[src/logic/cache_pkg.sv]
// cache package with the fixed line geometry and the shared packed types
package cache_pkg;

  // word and beat widths on the two sides of the cache
  localparam int word_bits = 32;
  localparam int beat_bits = 64;

  // eight words per line, moved as four beats
  localparam int column_count = 8;
  localparam int beats_per_line = 4;
  localparam int column_bits = 3;

  // byte offset within a word, not used for lookup
  localparam int offset_bits = 2;

  // whole line address, kept as the tag
  localparam int line_tag_bits = word_bits - column_bits - offset_bits;

  typedef logic [word_bits-1:0] word_t;

  // low half is the even column, high half the odd column
  typedef logic [beat_bits-1:0] beat_t;

  typedef logic [line_tag_bits-1:0] line_tag_t;

  typedef struct packed {
    logic      dirty;
    logic      valid;
    line_tag_t tag;
  } tag_entry_t;

  // line address before the addressing-mode shift
  typedef struct packed {
    logic      write;
    logic      en;
    line_tag_t line;
  } burst_cmd_t;

  typedef struct packed {
    logic [3:0] mask;
    word_t      data;
  } col_write_t;

endpackage

[src/logic/cache_lookup.sv]
// cache address decode and tag compare against the stored line entry
module cache_lookup #(
  parameter int line_index_bits = 8
) (
  input  logic                              clk,
  input  logic                              rst_n,
  input  logic                              busy,
  input  cache_pkg::word_t                  address,
  input  cache_pkg::tag_entry_t             stored,
  output logic [line_index_bits-1:0]        line_ix,
  output logic [cache_pkg::column_bits-1:0] column_ix,
  output logic                              hit,
  output logic                              dirty,
  output cache_pkg::line_tag_t              req_line,
  output cache_pkg::line_tag_t              victim_line
);

  import cache_pkg::*;

  localparam int line_lsb = offset_bits + column_bits;

  // |line address                   |col|00|
  //           |line index           |
  assign column_ix = address[offset_bits +: column_bits];
  assign line_ix = address[line_lsb +: line_index_bits];
  assign req_line = address[word_bits-1:line_lsb];

  // the tag holds the full line address, so an entry read for
  // another line index can never match the request
  assign hit = stored.valid && (stored.tag == req_line);

  // only a valid line can need a write-back
  assign dirty = stored.valid && stored.dirty;

  // line address of the resident line, written back on eviction
  assign victim_line = stored.tag;

  // requester must hold the address while busy and one cycle after
  a_address_held : assert property (
    @(posedge clk) disable iff (!rst_n)
    busy |=> $stable(address)
  ) else $error("address changed while cache busy");

endmodule

[config.mk]
export PLATFORM = sky130hd
export DESIGN_NAME = cache_lookup
export DESIGN_NICKNAME = d
export VERILOG_FILES = /design/src/logic/cache_pkg.sv /design/src/logic/cache_lookup.sv
export SDC_FILE = /design/constraint.sdc
export NUM_CORES = 1
export LEC_CHECK = 0
export ABC_AREA = 0
export BUFFER_PORTS_ARGS = -buffer_cell sky130_fd_sc_hd__buf_2
export CAP_MARGIN = 20
export CORE_ASPECT_RATIO = 0.75
export CORE_UTILIZATION = 32
export DETAILED_ROUTE_END_ITERATION = 12
export PLACE_DENSITY = 0.9
export SLEW_MARGIN = 20
export SYNTH_ARGS = -nofsm -noshare
export SYNTH_HDL_FRONTEND = slang
export SYNTH_SLANG_ARGS = --single-unit
[constraint.sdc]
create_clock -name vclk -period 2.2
set_input_delay 0.11 -clock vclk [all_inputs]
set_output_delay 0.11 -clock vclk [all_outputs]
set_load 0.05 [all_outputs]
# Word level (Yosys, flattened, before mapping)
# Index checks and enable logic that the tools add are counted.
# classes
n_eq_ne	1
n_reduce_logical	2
# ops
cell	n
27-bit equality test	1
1-bit logical AND	2
# totals
reg_bits	0
in_bits	64
output_inout_bits	67
word_cells	3

# Longest topological paths before layout
# Gate-level depths: netlist of the first run.
# logic_depth
ltp_word	2
depth_mapped	4

# Worst setup path before layout of the first run
# No wires, ideal clock.
# synth_timing
kind	input -> output
startpoint	in address[19]
endpoint	out hit
arrival_ps	1724
required_time_ps	2090
setup_slack_ps	366
stages	4
n_path_buf	0
cell_sequence	xnor2_1 > nand4_1 > or4_1 > nor4_2
# synth_between
elab_chain_len	2
# synth_rtl
item	line_no	rtl
start: declaration	cache_lookup.sv:8	input cache_pkg::word_t address,
27-bit equality test	cache_lookup.sv:30	assign hit = stored.valid && (stored.tag == req_line);
1-bit logical AND	cache_lookup.sv:30	
end: declaration	cache_lookup.sv:12	output logic hit,
# Every way passes these cells.

# Worst setup path after layout of the first run
# layout_timing
startpoint	in address[23]
endpoint	out hit
# Same word-level chain as after synthesis.

==> reports/results.txt, run 1 <==
PwrDens: 418 mW/mm²
Seq cells: 0
Placed Cells: 191
Register area: 0 µm²
Non-Filler Instances: 191
Clock network power share: 0%
Pwr Total: 0.397 mW
CP top delay family: simple AND/OR/NAND/NOR gates
Nets: 223
Drt first pass iters: 2
GRT met3 Usage: 0.287%
Post-DP Area: 950 µm²
Post-synth cell types: 6
Largest net degree at the start of global routing: 4
First-pass GRT wire length: 2370 µm
Synthesized cell area: 795 µm²
Register area share after synthesis: 0%
Fin area: 950 µm²
Slowest CP cell: or4_1
GRT Util Overall: 11.0%
Initial antenna violation count: 0
Combinational power share: 100.0%
Synth Warn #: 0
Post-synthesis compound-gate area fraction: 0%
Vias per Instance: 3.83
Die Area: 0.00269 mm²
Post-Syn Area per Cell: 7.79 µm²
CP Capture Type: primary output
Most frequent cells in the layout: buf_2, xnor2_1, nand4_1
Commonest non-fill, non-tap cell in the layout: buf_2
Status: complete, no violations
Sequential power share: 0%
Routed len/inst: 9.11 µm
Worst-Margin Slew: 267 ps
Initial Utilization: 34.1%
Post-Syn Instances: 102
WP data arrival: 1510 ps
Slew Limit Fails: 0
Lkg Pwr: 0.537 nW
Setup-failing EPs final: 0
Clkbuf count: 0
Worst Hold Class: in2out
Vias in the first global route: 584
Crit-path max cell delay: 570 ps
Cell mode on critical path: buf_2
Routability cong.: 0.654
DIE HEIGHT: 45.2 µm
GRT overflow: 0
Worst IR Drop VDD: 0.000165 V
Via Count: 731
Top-Level Pins: 131
Placeable Area: 0.00233 mm²
Mapped Nets: 166
Row count: 15
Post_cts resized: 0
Max_slew headroom: 82.3%
CP cell instances: buf_2 -> xnor2_1 -> nand4_1 -> or4_1 -> nor4_2 -> buf_2
M1 GR Usage: 13.4%
Startpoint types: primary input
DRT iter0 DRCs: 3
Crit path time final: 1620 ps
Grt peak-use layer: met2
Xor and xnor area share after synthesis: 29.8%
Final Hold Viols: 0
GRT met2 Usage: 22.7%
Synthesized-area fraction occupied by adder cells: 0%
Port bufs: 120
Die X: 59.5 µm
Max Cap Violations: 0
CP Data Required Time: 2090 ps
Max frequency: 619 MHz
Postcts setup bufs: 0
Hold_buf cts: 0
Drc violations: 0
Area grow syn2layout: 19.5%
WP buf/inv: 2
Antenna diode instance count: 0
Switch share: 72.1%
NetSw: 0.286 mW
CP Class: in2out
Routed WL: 1740 µm
Simple-gate share of the synthesized area: 8.82%
Fillers: 274
Tcrit/Tclk final: 73.4%
Layout cell share with drive strength beyond 1: 77.1%
RSZ-0062 raised after global routing: no
Sum Neg Setup Slack: 0 ps
Int Pwr: 0.111 mW
Largest family of logic cells by synthesized area: buffers and inverters
Smallest hold slack: 220 ps
Routed Antenna Nets: 0
Post-synthesis mux area share: 0%
Worst-path maximum fanout: 2
-- through the flow --
stage,setup WS (ps),util (%)
after global placement,564,40.8
final,585,40.8
after floorplan,366,-
after detailed placement,550,40.8
after CTS,534,40.8
after global routing,500,40.8
-- power groups by stage --
stage	logic, mW	registers [mW]	clock network, mW
after floorplan	0.370	0	0
after global placement	0.396	0	0
after detailed placement	0.399	0	0
after CTS	0.400	0	0
after global routing	0.417	0	0
final	0.397	0	0
-- final timing paths --
path	depth (start not counted)	slack [ps]	endpoint	from
worst max-delay path	6	580	hit	address[23]
worst min-delay path	0	220	column_ix[2]	address[4]
-- kinds of logic (layout without fill, tap and decap cells) --
kind of cell           Yosys count  count (layout)
buffers and inverters           65             120
AND/OR/NAND/NOR                 10              10
XOR/XNOR                        27              27
-- routing by layer --
metal / up-vias / wire [µm] / share of wire (%)
met5: - / 0 / 0
met4: 0 / 0 / 0
met3: 0 / 165 / 9.5
met2: 54 / 911 / 52
met1: 305 / 664 / 38
li1: 372 / - / -
-- cell usage after synthesis --
master | instances | area [µm²]
or4_1 | 1 | 7.51
nor4_2 | 1 | 12.5
and2_1 | 1 | 6.26
nand4_1 | 7 | 43.8
buf_4 | 65 | 488
xnor2_1 | 27 | 236
-- cell type report --
class | count | area, µm² | share of cell area, %
well taps | 34 | 42.5 | 4.48
multi-input cells | 37 | 307 | 32.3
repair buffers | 120 | 601 | 63.2
Power figures use the tool's default switching activity.
==> run 2: changes to the inputs <==
Settings changed: CORE_UTILIZATION 32 to 27, PLACE_DENSITY 0.9 to 0.81.
Clock period 2.2 ns to 1.4 ns, I/O delays scaled along.
==> run 2 against run 1 <==
  * The flow now finishes with violations (setup timing)
  * Combinational power is 70% higher
  * Sequential share of layout area stayed put
  * Core utilization is 0.54 points higher
  * Hold slack worse by 80 ps
  * Global-route usage is 0.67 points lower
  * Final cell count is 4.2% higher
  * Setup slack worse by 590 ps
  * Routed wire length is 5.5% higher
  * Non-clock buffer count is 6 higher
  * First-iteration DRC count is 33% lower
==> reports/results.txt, run 2 (same netlist as run 1, synthesis figures left out) <==
Status: finished, violations left
Violations in the final reports: setup timing
Antenna diode instance count: 0
Switch share: 68.7%
Register area: 0 µm²
GRT overflow: 0
Layout cell share with drive strength beyond 1: 82.8%
DRT iter0 DRCs: 2
Vias per Instance: 3.90
Final Hold Viols: 0
Worst Hold Class: in2out
CP Class: in2out
Startpoint types: primary input
Die X: 64.6 µm
Row count: 16
Combinational power share: 100.0%
Nets: 229
Placeable Area: 0.00270 mm²
Port bufs: 120
Routed Antenna Nets: 0
Area grow syn2layout: 40.6%
Sum Neg Setup Slack: -4.39 ps
Routed WL: 1840 µm
Smallest hold slack: 140 ps
Most frequent cells in the layout: buf_2, xnor2_1, nand4_1, buf_6
Drt first pass iters: 4
Max_slew headroom: 83.1%
Lkg Pwr: 0.636 nW
Crit path time final: 1400 ps
Footprint of the multi-input gates: 383 µm²
Hold_buf cts: 0
Initial Utilization: 29.4%
WP data arrival: 1330 ps
Max Cap Violations: 0
Routed len/inst: 9.23 µm
NetSw: 0.464 mW
Worst-Margin Slew: 255 ps
Vias in the first global route: 649
First-pass GRT wire length: 2670 µm
Largest net degree at the start of global routing: 4
Initial antenna violation count: 0
Clock network power share: 0%
Tcrit/Tclk final: 100%
Top-Level Pins: 131
Seq cells: 0
Number of cells on the worst hold path: 0
Max frequency: 712 MHz
Worst IR Drop VDD: 0.000237 V
Slew Limit Fails: 0
Setup-failing EPs final: 1
Fillers: 295
Drc violations: 0
Clkbuf count: 0
CP Capture Type: primary output
Via Count: 776
RSZ-0062 raised after global routing: yes
Worst-path maximum fanout: 2
Final worst slack: -4.39 ps
CP Data Required Time: 1330 ps
DIE HEIGHT: 49.0 µm
GRT Util Overall: 10.3%
Sequential power share: 0%
Routability cong.: 0.625
PwrDens: 603 mW/mm²
Int Pwr: 0.211 mW
Pre-CTS setup slack: -188 ps
Die Area: 0.00317 mm²
Commonest non-fill, non-tap cell in the layout: buf_2
## run 2: cell count changes in the layout (fill, tap and decap cells not counted), sizes merged
| cell | before | now |
|---|---|---|
| buf | 120 | 126 |
## run 2: final cells by class
class                           instances  area share (%)
Multi-Input combinational cell         37            34.3
Tap cell                               36            4.03
Timing Repair Buffer                  126            61.7
## run 2: metal layers
layer	GRT usage (%)	part of all wire (%)	vias to the layer above
met1	9.74	30	328
li1	-	-	384
met4	0	0	0
met3	0.935	11	0
met2	24.0	59	64
met5	0	0	-
## run 2: stage by stage
step,cells,util [%],total power [mW],instance area (µm²)
CTS,199,40.1,0.666,1080
finish,199,41.3,0.674,1120
global placement,199,37.2,0.641,1010
detailed placement,199,37.2,0.642,1010
global route,199,41.3,0.707,1120
floorplan,102,-,0.583,803
## run 2: final timing paths
kind	to	slack (ps)	from
hold / removal	column_ix[0]	140	address[2]
setup / recovery	hit	-4	stored[23]
## run 2: worst max-delay path, cell delays in order
cell	delay [ps]
buf_2	120
xnor2_2	130
nand4_1	100
or4_4	560
nor4_4	150
buf_6	190
## run 2: power by group through the flow
stage / sequential, mW / combinational, mW / clock [mW]
2_1_floorplan: 0 / 0.583 / 0
3_3_place_gp: 0 / 0.641 / 0
3_5_place_dp: 0 / 0.642 / 0
4_1_cts: 0 / 0.666 / 0
5_1_grt: 0 / 0.707 / 0
6_report: 0 / 0.674 / 0
## run 2: what timing repair did
| action | 4_1_cts | 5_1_grt |
|---|---|---|
| endpoints found under the setup margin | 1 | 1 |
| buffers inserted | 0 | 0 |
| resized for setup | 13 | 4 |
| pin swaps | 1 | 0 |
==> run 3: changes to the inputs <==
==> constraint.sdc (replaced) <==
create_clock -name vclk -period 1.4
set_input_delay 0.28 -clock vclk [all_inputs]
set_output_delay 0.28 -clock vclk [all_outputs]
set_load 0.05 [all_outputs]
==> run 3 against run 2 <==
  * First-iteration DRC count rose by 50%
  * Sequential share of layout area is the same
  * The flow still finishes with violations (setup timing)
  * Core utilization rose by 0.19 points
  * Die area unchanged
  * Setup slack got worse by 440 ps
  * Count of clock-buffer cells in the layout did not move
  * Routed wire length rose by 4.0%
  * Highest routed layer unchanged
  * Critical path type unchanged
  * Final cell count grew 1.5%
  * Global-route usage rose by 0.75 points
  * Non-clock buffer count up 3
  * Fmax shrank 24%
==> reports/results.txt, run 3 (same netlist as run 1, synthesis figures left out) <==
Postcts setup bufs: 0
Worst IR Drop VDD: 0.000264 V
Worst-Margin Slew: 260 ps
Routed Antenna Nets: 0
Lkg Pwr: 0.647 nW
Clkbuf count: 0
First-pass GRT wire length: 2880 µm
Pwr Total: 0.676 mW
Footprint of the multi-input gates: 372 µm²
Pre-CTS setup slack: -622 ps
DRT iter0 DRCs: 3
Die Area: 0.00317 mm²
Die X: 64.6 µm
Worst Hold Class: in2out
Crit-path max cell delay: 550 ps
Violations in the final reports: setup timing
Register area: 0 µm²
Detailed placement HPWL: 1740 µm
Top-Level Pins: 131
Row count: 16
Nets: 232
RSZ-0062 raised after global routing: yes
Most frequent cells in the layout: buf_2, xnor2_1, buf_4, nand4_1, xnor2_2
Drc violations: 0
CP Capture Type: primary output
Sum Neg Setup Slack: -441 ps
Layout cell share with drive strength beyond 1: 83.1%
Max_slew headroom: 82.8%
Crit path time final: 1840 ps
Slew Limit Fails: 0
Placeable Area: 0.00270 mm²
Initial Utilization: 29.4%
Seq cells: 0
Status: finished, violations left
Via Count: 794
WP data arrival: 1560 ps
Tcrit/Tclk final: 132%
CP cell instances: buf_2 -> xnor2_2 -> nand4_1 -> or4_4 -> nor4_4 -> buf_6
CP Data Required Time: 1120 ps
Area grow syn2layout: 41.3%
Initial antenna violation count: 0
Worst-path maximum fanout: 2
Final worst slack: -441 ps
Placed Cells: 202
Antenna diode instance count: 0
Final Hold Viols: 0
GRT overflow: 0
GRT Util Overall: 11.1%
Vias per Instance: 3.93
Startpoint types: primary input
Drt first pass iters: 2
Fillers: 299
Routed len/inst: 9.45 µm
Largest net degree at the start of global routing: 4
Non-Filler Instances: 202
Setup-failing EPs final: 1
CP Class: in2out
Routability cong.: 0.629
Port bufs: 120
Vias in the first global route: 706
PwrDens: 602 mW/mm²
Routed WL: 1910 µm
DIE HEIGHT: 49.0 µm
Commonest non-fill, non-tap cell in the layout: buf_2
Max Cap Violations: 0
Max frequency: 543 MHz
Slowest CP cell: or4_4
==> run 3: cell count changes in the layout (fill, tap and decap cells not counted), sizes merged <==
| cell | previous run | this run |
|---|---|---|
| buf | 126 | 129 |
==> run 3: cell type report <==
| type | instances | share of cell area [%] |
|---|---|---|
| Tap cell | 36 | 4.01 |
| Timing Repair Buffer | 129 | 62.9 |
| Multi-Input combinational cell | 37 | 33.1 |
==> run 3: repair_timing <==
item | in CTS | in global routing
endpoints found under the setup margin | 1 | 1
gates cloned | 0 | 0
pin swaps | 1 | 0
hold endpoints to repair | 0 | 0
gates resized for setup | 13 | 2
hold buffers | 0 | 0
==> run 3: worst paths after layout <==
| path | start | end | slack (ps) | depth (start not counted) |
|---|---|---|---|---|
| max | address[17] | hit | -440 | 6 |
| min | address[2] | column_ix[0] | 560 | 0 |
==> run 3: layer usage <==
| layer | vias to the layer above | GRT usage [%] | wire length [µm] | part of all wire, % |
|---|---|---|---|---|
| met4 | 0 | 0 | 0 | 0 |
| met3 | 0 | 0.701 | 196 | 10 |
| li1 | 391 | - | - | - |
| met1 | 339 | 10.5 | 604 | 32 |
| met2 | 64 | 26.0 | 1110 | 58 |
| met5 | - | 0 | 0 | 0 |
==> run 3: stage by stage <==
step / utilization, % / cell area (µm²) / hold slack [ps]
finish: 41.5 / 1120 / 560
global route: 41.5 / 1120 / 560
CTS: 41.0 / 1110 / 560
detailed placement: 38.1 / 1030 / 560
global placement: 38.1 / 1030 / 560
floorplan: - / 803 / 727
==> run 3: critical path, delay by kind of cell <==
| family | cells | cell delay [ps] |
|---|---|---|
| AND/OR/NAND/NOR | 3 | 830 |
| XOR/XNOR | 1 | 140 |
| buffers and inverters | 2 | 310 |
==> run 3: power breakdown <==
group	switching, mW	total [mW]	internal, mW	leakage [nW]
clock network	0	0	0	0
registers	0	0	0	0
logic	0.465	0.676	0.211	0.647
