==> src/logic/cache_pkg.sv <==
// cache package with the fixed line geometry and the shared packed types
package cache_pkg;

  // word and beat widths on the two sides of the cache
  localparam int word_bits = 32;
  localparam int beat_bits = 64;

  // eight words per line, moved as four beats
  localparam int column_count = 8;
  localparam int beats_per_line = 4;
  localparam int column_bits = 3;

  // byte offset within a word, not used for lookup
  localparam int offset_bits = 2;

  // whole line address, kept as the tag
  localparam int line_tag_bits = word_bits - column_bits - offset_bits;

  typedef logic [word_bits-1:0] word_t;

  // low half is the even column, high half the odd column
  typedef logic [beat_bits-1:0] beat_t;

  typedef logic [line_tag_bits-1:0] line_tag_t;

  typedef struct packed {
    logic      dirty;
    logic      valid;
    line_tag_t tag;
  } tag_entry_t;

  // line address before the addressing-mode shift
  typedef struct packed {
    logic      write;
    logic      en;
    line_tag_t line;
  } burst_cmd_t;

  typedef struct packed {
    logic [3:0] mask;
    word_t      data;
  } col_write_t;

endpackage

==> src/logic/burst_ctrl.sv <==
// miss sequencer for line eviction and fill over the burst RAM port
module burst_ctrl #(
  parameter int cmd_interval_cycles = 13
) (
  input  logic                                           clk,
  input  logic                                           rst_n,
  input  logic                                           enable,
  input  logic [3:0]                                     write_enable,
  input  logic                                           hit,
  input  logic                                           dirty,
  input  logic                                           sweeping,
  input  cache_pkg::line_tag_t                           req_line,
  input  cache_pkg::line_tag_t                           victim_line,
  input  cache_pkg::word_t [cache_pkg::column_count-1:0] words,
  input  cache_pkg::beat_t                               br_rd_data,
  input  logic                                           br_rd_data_valid,
  output cache_pkg::burst_cmd_t                          cmd,
  output cache_pkg::beat_t                               wr_beat,
  output logic                                           fill_active,
  output logic [cache_pkg::column_count-1:0]             fill_mask,
  output cache_pkg::beat_t                               fill_beat,
  output logic                                           tag_commit,
  output cache_pkg::tag_entry_t                          tag_new,
  output logic                                           busy
);

  import cache_pkg::*;

  localparam int cnt_bits = $clog2(cmd_interval_cycles + 1);
  localparam int beat_ix_bits = $clog2(beats_per_line);

  typedef enum logic [2:0] {
    st_idle,
    st_evict,
    st_wait_gap,
    st_read_wait,
    st_fill,
    st_commit,
    st_finish
  } state_t;

  state_t                  state;
  logic [cnt_bits-1:0]     cmd_cnt;
  logic [beat_ix_bits-1:0] beat_ix;
  logic                    miss;
  logic                    miss_q;
  logic                    last_beat;

  assign miss = enable && !hit && !sweeping;
  assign last_beat = beat_ix == beat_ix_bits'(beats_per_line - 1);

  // busy falls in the finish cycle when the new tag reads back as a hit
  assign busy = sweeping || (state != st_idle && state != st_finish) || (enable && !hit);

  // fill beats go straight from the RAM bus into the column pair
  assign fill_active = br_rd_data_valid && (state == st_read_wait || state == st_fill);
  assign fill_beat = br_rd_data;

  always_comb begin
    fill_mask = '0;
    if (fill_active) begin
      fill_mask[{beat_ix, 1'b0} +: 2] = 2'b11;
    end
  end

  assign tag_commit = state == st_commit;
  assign tag_new = '{dirty: 1'b0, valid: 1'b1, tag: req_line};

  // beat_ix is zero in idle so beat 0 is ready when the write command goes out
  always_ff @(posedge clk) begin
    if (state == st_idle || state == st_evict) begin
      wr_beat <= {words[{beat_ix, 1'b1}], words[{beat_ix, 1'b0}]};
    end
  end

  always_ff @(posedge clk or negedge rst_n) begin
    if (!rst_n) begin
      state <= st_idle;
      cmd <= '0;
      cmd_cnt <= '0;
      beat_ix <= '0;
      miss_q <= 1'b0;
    end else begin
      // command enable is a single-cycle pulse
      cmd.en <= 1'b0;
      if (cmd_cnt != '0) begin
        cmd_cnt <= cmd_cnt - 1'b1;
      end
      // a miss seen twice in a row is checked against the held address
      miss_q <= miss && (state == st_idle);

      case (state)
        st_idle: begin
          if (miss && miss_q && cmd_cnt == '0) begin
            cmd_cnt <= cnt_bits'(cmd_interval_cycles);
            if (dirty) begin
              cmd <= '{write: 1'b1, en: 1'b1, line: victim_line};
              beat_ix <= beat_ix + 1'b1;
              state <= st_evict;
            end else begin
              cmd <= '{write: 1'b0, en: 1'b1, line: req_line};
              state <= st_read_wait;
            end
          end
        end

        st_evict: begin
          // beats 1 to 3 of the write-back
          beat_ix <= beat_ix + 1'b1;
          if (last_beat) begin
            state <= st_wait_gap;
          end
        end

        st_wait_gap: begin
          if (cmd_cnt == '0) begin
            cmd_cnt <= cnt_bits'(cmd_interval_cycles);
            cmd <= '{write: 1'b0, en: 1'b1, line: req_line};
            state <= st_read_wait;
          end
        end

        st_read_wait: begin
          if (br_rd_data_valid) begin
            beat_ix <= beat_ix + 1'b1;
            state <= st_fill;
          end
        end

        st_fill: begin
          // remaining beats arrive back to back
          beat_ix <= beat_ix + 1'b1;
          if (last_beat) begin
            state <= st_commit;
          end
        end

        st_commit: begin
          state <= st_finish;
        end

        st_finish: begin
          state <= st_idle;
        end

        default: begin
          state <= st_idle;
        end
      endcase
    end
  end

  // no two command pulses closer together than the interval allows
  for (genvar k = 1; k <= cmd_interval_cycles; k++) begin : g_cmd_gap
    a_cmd_spacing : assert property (
      @(posedge clk) disable iff (!rst_n)
      cmd.en |-> !$past(cmd.en, k)
    ) else $error("burst command issued inside the command interval");
  end

  a_wr_mask_held : assert property (
    @(posedge clk) disable iff (!rst_n)
    busy |=> $stable(write_enable)
  ) else $error("write enable changed while cache busy");

endmodule

==> config.mk <==
export PLATFORM = sky130hd
export DESIGN_NAME = burst_ctrl
export DESIGN_NICKNAME = d
export VERILOG_FILES = /design/src/logic/cache_pkg.sv /design/src/logic/burst_ctrl.sv
export SDC_FILE = /design/constraint.sdc
export NUM_CORES = 1
export LEC_CHECK = 0
export BUFFER_PORTS_ARGS = -buffer_cell sky130_fd_sc_hd__buf_2
export CAP_MARGIN = 20
export CELL_PAD_IN_SITES_DETAIL_PLACEMENT = 2
export CELL_PAD_IN_SITES_GLOBAL_PLACEMENT = 2
export CORE_AREA = 2 2 228 230
export DETAILED_ROUTE_END_ITERATION = 16
export DIE_AREA = 0 0 230 232
export PLACE_DENSITY_LB_ADDON = 0.1
export SYNTH_ARGS = -nofsm -noshare
export SYNTH_HDL_FRONTEND = slang
export SYNTH_SLANG_ARGS = --single-unit
export TNS_END_PERCENT = 5
==> constraint.sdc <==
create_clock -name clk -period 4.5 [get_ports clk]
set_clock_uncertainty 0.15 [all_clocks]
set_input_delay 0.9 -clock clk [delete_from_list [all_inputs] [get_ports clk]]
set_output_delay 0.9 -clock clk [all_outputs]
set_load 0.005 [all_outputs]
Word level (Yosys, flattened, before mapping)
Cells that the tools add are included.
Storage, ports and cells
  bits in registers: 103
  bits of input ports: 385
  output and inout bits: 197
  logic and storage cells: 76
Operators by class
  $add $sub $neg: 3
  magnitude comparators: 2
  equality and inequality tests: 13
  shift operators: 2
  mux-type cells: 24
  bitwise operators: 1
  reduce and logical (&&, ||, !) cells: 23
Operators with widths (count)
  $bmux 32 s2: 2
  $mux 29: 3
  $mux 32: 2
  $pmux 29 s2: 1
  $pmux 3 s6: 1
  $mux 3: 5
  $mux 4: 3
  $ne 2x2->1 const B: 5
  $and 8x8->8: 1
  $lt 3x4->1 const B: 2
  $mux 2: 4
  $mux 8: 1
  $pmux 4 s2: 1
  $shift 2x5->8 const A: 1
  $shiftx 2x5->8 const A: 1
  $logic_and 1x1->1: 7
  $eq 3x2->1 const B: 2
  $eq 3x3->1 const B: 2
  $pmux 2 s3: 1
  $reduce_bool 3->1: 2
  $neg 3->5: 1
  $reduce_and 5->1: 1
  $logic_not 4->1: 1
  $logic_or 1x1->1: 4
  other kinds (13): 14

Logic depth before layout (Yosys ltp)
Gate-level depths: netlist of run 1.
  depth in word-level cells: 7
  depth in mapped cells: 7
  depth with buffers taken out: 7

Least setup slack after synthesis of run 1
Ideal clock, no wire load.
  path type: register to register
  from: register state[1]
  to: register wr_beat[0], enable pin
  setup time: 486 ps
  arrival time: 3453 ps
  required time: 3864 ps
  path slack: 411 ps
  cell stages (with the launch flop): 4
  path buffers: 2
  period minus slack after synthesis: 4089 ps
  cell sequence: dfrtp_1 -> clkbuf_1 -> clkbuf_1 -> nor2_1
On the way
  cells in the longest elaborated chain, start to end: 2
  elaborated cells on any way between the ends: 3
  classes of those cells: eq/ne (1); reduce/logical (2)
RTL lines
  start, declared: RTL line burst_ctrl.sv:42  | state_t state;
  start signal, assigned: RTL line burst_ctrl.sv:78  | state <= st_idle;
  start signal, assigned: RTL line burst_ctrl.sv:99  | state <= st_evict;
  start signal, assigned: RTL line burst_ctrl.sv:102  | state <= st_read_wait;
  $eq 3x1->1 / $logic_not 3->1 (equally long branches): RTL line burst_ctrl.sv:71  | if (state == st_idle || state == st_evict) begin
  $logic_or 1x1->1 (*): RTL line burst_ctrl.sv:71
  end signal, assigned: RTL line burst_ctrl.sv:72  | wr_beat <= {words[{beat_ix, 1'b1}], words[{beat_ix, 1'b0}]};
  end, declared: RTL line burst_ctrl.sv:18  | output cache_pkg::beat_t wr_beat,
Every way passes the cells marked *; elsewhere a longest branch is shown, timed or not.
A chain may end at the register's enable or synchronous reset.

Worst setup path in the final report of run 1
  from: register state[1]
  to: output port fill_mask[2] (netlist bit)
On the way
  cells in the longest elaborated chain, start to end: 4
  elaborated cells on any way between the ends: 5
  classes of those cells: eq/ne (2); mux (1); reduce/logical (2)
RTL lines
  $eq 3x2->1 / $eq 3x3->1 (equally long branches): RTL line burst_ctrl.sv:56  | assign fill_active = br_rd_data_valid && (state == st_read_wait || state == st_fill);
  $logic_or 1x1->1 (*): RTL line burst_ctrl.sv:56
  $logic_and 1x1->1 (*): RTL line burst_ctrl.sv:56
  $mux 8 (*): RTL line burst_ctrl.sv:61  | if (fill_active) begin
  end, declared: RTL line burst_ctrl.sv:20  | output logic [cache_pkg::column_count-1:0] fill_mask,
Marks and branches as above.

==> impl_metrics.toml, run 1 <==
[run]
cap_violations = 0

[floorplan]
die_width_um = 230
die_h_um = 232
pin_count = 582
fp.dieArea_um2 = 53400
start_util = 0.122
coreArea_um2 = 50900
row_count = 83

[layout]
n_fill_cell = 5813
multi_input_area_um2 = 2420
area_delta_synth_final_pct = 42.2
register_area_um2 = 2910
utilization = 0.173
fin_nets = 1152
drive_above_1_share = 0.749

[synth]
synth_cell_types = 45
synth_area_um2 = 6200
synth.yosys.seq_area_share = 0.467
syn_area_per_cell_um2 = 14.9
syn_inst = 417
yosys_warnings = 0
async_reset_ff_frac = 0.379
synth-edff-count = 64
syn-num-nets = 809
synthFlopType = "edfxtp_1"
ys_ff_latch = 103

[routing]
met1_length_mm = 12.4
detail_route.wirelength_mm = 33.1
via_per_inst = 3.56
drt_iter0_markers = 141
met2_length_mm = 15.8
post-route-drc-count = 0
top_layer_used = "met5"
post_drt_wl_per_cell_um = 22.8
via_count = 5173
route.met3.wl_mm = 4.15
postRouteAntennaNets = 0
first_pass_iters = 4

[sta]
fin_crit_sh = 0.705
finalSetupViolations = 0
setup_tns_ps = 0
hold_viol = 0
relSlewSlack = 0.531
hold_slack_ps = 231
tightest_slew_ps = 703
fmax_mhz = 315
finalMaxSlewViolations = 0
final.min_clock_period_ps = 3170
rsz0062_at_grt = "no"

[setup_path]
arrival_ps = 2120
cp-start-kind = "flip-flop"
cp.required_ps = 3450
critPathMaxFanout = 17
r2r_slack_ps = 2170
worstSetupEndpointType = "output port"
critical_path_class = "reg2out"
crit_path_cell_trace = "nand2b_1 > mux2i_1 > and3_1 > buf_2"
critPathSlowestCell = "dfrtp_1"
cpPeakStageDelay_ps = 770

[power_and_ir_drop]
internal_power_uw = 3190
powerDensity_nw_per_um2 = 579
pwr-share-seq = 0.376
switchingPower_uw = 1920
p_clk_frac = 0.162
comb_power_share = 0.461
switching_share = 0.376
ir_drop_mv = 0.259
leakage_uw = 0.00395
power_uw = 5110

[clock_tree]
cts_tree = "built"
post_cts_resized = 0
cts_buffer_depth = 2
htree_levels = 3
clock_sinks = 103
insertion_delay_ps = 380
cts_buffers = 9
root_buffer = "clkbuf_16"
post_cts_buffers = 0
cts_hold_buffers = 0
path_clk_slew_ps = 80

[global_route]
grt_max_degree = 57
grt_first_pass_wirelength_mm = 45.6
overflow = 0
grt_pass1_vias = 5948
antenna_found_initial = 24
grt_use_total = 0.122

[placed_design]
port_buffers = 447
gp_congestion = 0.728
hpwl_mm = 27.5

[status]
outcome = "complete, no violations"

[min_path]
hold_class = "in2async"
[per-stage QoR]
step | worst slack, ps | instance area (µm²) | instances
2_1_floorplan | 411 | 6200 | 417
3_5_place_dp | 1680 | 8530 | 1429
6_report | 1330 | 8830 | 1453
5_1_grt | 1090 | 8810 | 1446
3_3_place_gp | 1710 | 8530 | 1429
4_1_cts | 1240 | 8810 | 1445
[per-layer routing]
layer / track usage / vias to the layer above
li1: - / 2222
met1: 0.130 / 2513
met2: 0.202 / 356
met3: 0.0720 / 56
met4: 0.0371 / 26
met5: 0.0156 / -
[flip-flops by register name, summed over array words and instances (netlist names)]
signal / cells
wr_beat: 64
cmd: 29
cmd_cnt: 4
state: 3
beat_ix: 2
miss_q: 1
[critical path: cells and delay by family, from the launching register on]
family | cells | cell delay [ps]
buf+inv | 1 | 130
flops | 1 | 770
mux | 1 | 360
simple gates | 2 | 470
[cells in the final DEF, fill, tap and decap left out, types with 5 or more instances in the layout]
cell       netlist  layout
diode_2          0       8
ha_1             7       7
a221o_2         27      27
mux4_2          64      64
edfxtp_1        64      64
clkbuf_16        0       9
buf_2           10     447
dfrtp_1         39      37
buf_4           97       7
nand2b_1         5       5
inv_1           10      10
and2_0          27      27
[cells in the mapped netlist (4+ instances only)]
| cell | n | area [µm²] |
|---|---|---|
| buf_4 | 97 | 728 |
| edfxtp_1 | 64 | 1920 |
| mux4_2 | 64 | 1440 |
| dfrtp_1 | 39 | 976 |
| a221o_2 | 27 | 304 |
| and2_0 | 27 | 169 |
| clkbuf_1 | 13 | 48.8 |
| buf_2 | 10 | 50.1 |
| inv_1 | 10 | 37.5 |
| ha_1 | 7 | 87.6 |
| nand2b_1 | 5 | 31.3 |
| nor2_1 | 5 | 18.8 |
| and3_1 | 4 | 25.0 |
| mux2i_1 | 4 | 40.0 |
| o21ai_0 | 4 | 20.0 |
[worst paths after layout]
path	start	endpoint	cells after the start
max	state[1]	fill_mask[2]	4
min	rst_n	cmd_cnt[0]	1
max reg2reg	cmd_cnt[0]	cmd[12]	7
min reg2reg	cmd[28]	cmd[28]	1
max in group asynchronous	rst_n	cmd[16]	2
min in group clk	cmd[28]	cmd[28]	1
[cell families (layout without fill, tap and decap cells)]
group	Yosys count	count (layout)	synth area share
compound gates	44	44	0.0682
xor+xnor	1	1	0.00141
fa+ha+maj	7	7	0.0141
buf+inv	133	481	0.144
flops	103	103	0.467
mux	69	69	0.241
other cells	2	10	0.00121
simple gates	58	58	0.0639
[power by group through the flow]
stage / sequential [µW] / clock (µW) / combinational, µW
final: 1920 / 829 / 2360
after detailed placement: 1970 / 0 / 2490
after global routing: 2000 / 903 / 2600
after CTS: 1950 / 890 / 2490
after floorplan: 1880 / 0 / 1390
after global placement: 1960 / 0 / 2490
[final cells by class]
cell class / count / area share
multi-input cells: 181 / 0.275
repair buffers: 455 / 0.262
clock buffers: 9 / 0.0255
diodes: 8 / 0.00227
inverters: 10 / 0.00425
clock inverters: 7 / 0.00610
well taps: 680 / 0.0964
flip-flops and latches: 103 / 0.329
Power figures use the tool's default switching activity.
==> inputs of run 2 (changes only) <==
- clock period: 4.5 -> 2.95 ns (I/O delays scaled with it)
==> run 2 against run 1 <==
Effect of this change:
- cell count grew 0.41%
- clock-buffer cell count is the same
- core utilization up 0.25 points
- critical path depth unchanged
- clock power grew 82%
==> impl_metrics.toml, run 2 (same netlist as run 1, synthesis figures left out) <==
[status]
outcome = "complete, no violations"

[layout]
reg.largest.list = "wr_beat: 64 flops, cmd: 29 flops, cmd_cnt: 4 flops"
utilization = 0.176
n_fill_cell = 5807
mostFrequentLayoutCells = "447 x buf_2, 64 x mux4_2, 64 x edfxtp_1"
drive_above_1_share = 0.749
multi_input_area_um2 = 2420
final_common_cell = "buf_2"
regMostFlops = "wr_beat"
fin_nets = 1156
area_delta_synth_final_pct = 44.3
largest_register_ffs = 64
instances_no_fill = 1459
register_area_um2 = 2910

[sta]
rsz0062_at_grt = "no"
fin_crit_sh = 0.879
hold_viol = 0
setup_tns_ps = 0
finalSetupViolations = 0
relSlewSlack = 0.464
final.min_clock_period_ps = 2590
finalMaxSlewViolations = 0
tightest_slew_ps = 804
setup_ws_ps = 357
fmax_mhz = 386

[power_and_ir_drop]
ir_drop_mv = 0.300
leakage_uw = 0.00402
powerDensity_nw_per_um2 = 899
power_uw = 8050

[setup_path]
r2r_slack_ps = 710
critPathMaxFanout = 10
critPathSlowestCell = "dfrtp_1"
cp.required_ps = 2210
cpPeakStageDelay_ps = 520
crit_family = "flip-flops"
cp-start-kind = "flip-flop"
reg2reg_to = "cmd[20]"
crit_buf_inv = 1
crit_path_cell_trace = "nand2b_1 > mux2i_1 > and3_1 > buf_2"
reg2regPathDepth = 7
r2r_start = "cmd_cnt[0]"
arrival_ps = 1850
worstSetupEndpointType = "output port"
critical_path_class = "reg2out"

[routing]
postRouteAntennaNets = 0
detail_route.wirelength_mm = 32.3
post-route-drc-count = 0
drt_iter0_markers = 139
via_count = 5203
post_drt_wl_per_cell_um = 22.1
first_pass_iters = 4
via_per_inst = 3.57

[global_route]
overflow = 0
antenna_found_initial = 26
grt_pass1_vias = 5943
grt_use_total = 0.120
grt_max_degree = 49
grt_first_pass_wirelength_mm = 45.1

[placed_design]
port_buffers = 447
dp.cells = 1433
hpwl_mm = 26.5
gp_congestion = 0.706
dpl_worst_slack_ps = 600

[floorplan]
start_util = 0.122
fp.dieArea_um2 = 53400
die_h_um = 232
row_count = 83
die_width_um = 230
coreArea_um2 = 50900
pin_count = 582

[run]
cap_violations = 0

[clock_tree]
cts_tree = "built"
root_buffer = "clkbuf_16"
cts_buffers = 9
path_clk_slew_ps = 80
cts_hold_buffers = 0
htree_levels = 3
insertion_delay_ps = 380
post_cts_buffers = 0
post_cts_resized = 0
cts_buffer_depth = 2
clock_sinks = 103

[min_path]
hold_class = "in2async"
==> run 2: how the worst max path moves through the flow <==
stage	start	to	slack [ps]	cells past startpoint
after floorplan	beat_ix[1]	fill_mask[1]	580	6
after global placement	sweeping	cmd[3]	640	6
after detailed placement	sweeping	cmd[24]	600	6
after CTS	beat_ix[0]	fill_mask[1]	300	4
after global routing	state[2]	fill_mask[2]	190	4
final	state[2]	fill_mask[7]	360	4
==> run 2: stage by stage <==
stage,hold slack [ps],instance area (µm²)
3_5_place_dp,328,8580
4_1_cts,142,8930
6_report,129,8950
3_3_place_gp,317,8580
5_1_grt,178,8930
2_1_floorplan,144,6210
==> run 2: routing by layer <==
metal  part of all wire  vias to the layer above  track usage
met5             0.0072                        -       0.0119
met4              0.024                       24       0.0438
met3               0.13                       66       0.0720
met2               0.47                      366        0.196
met1               0.37                     2514        0.127
li1                   -                     2233            -
==> run 2: cell type report <==
class / count / share of cell area
diodes: 10 / 0.00280
clock buffers: 9 / 0.0252
clock inverters: 7 / 0.0133
inverters: 10 / 0.00419
multi-input cells: 181 / 0.271
flip-flops and latches: 103 / 0.325
well taps: 680 / 0.0951
repair buffers: 459 / 0.264
==> run 2: power breakdown <==
group | switching (µW) | internal (µW) | total [µW] | leakage (µW)
clock | 672 | 834 | 1510 | 0.000164
sequential | 337 | 2490 | 2830 | 0.00116
combinational | 1860 | 1850 | 3710 | 0.00270
==> run 2: worst register-to-register path: cells and delay by family (launching register included) <==
| kind | cells | cell delay [ps] |
|---|---|---|
| compound gates | 1 | 250 |
| flops | 1 | 420 |
| fa+ha+maj | 1 | 220 |
| simple gates | 3 | 700 |
| buf+inv | 2 | 460 |
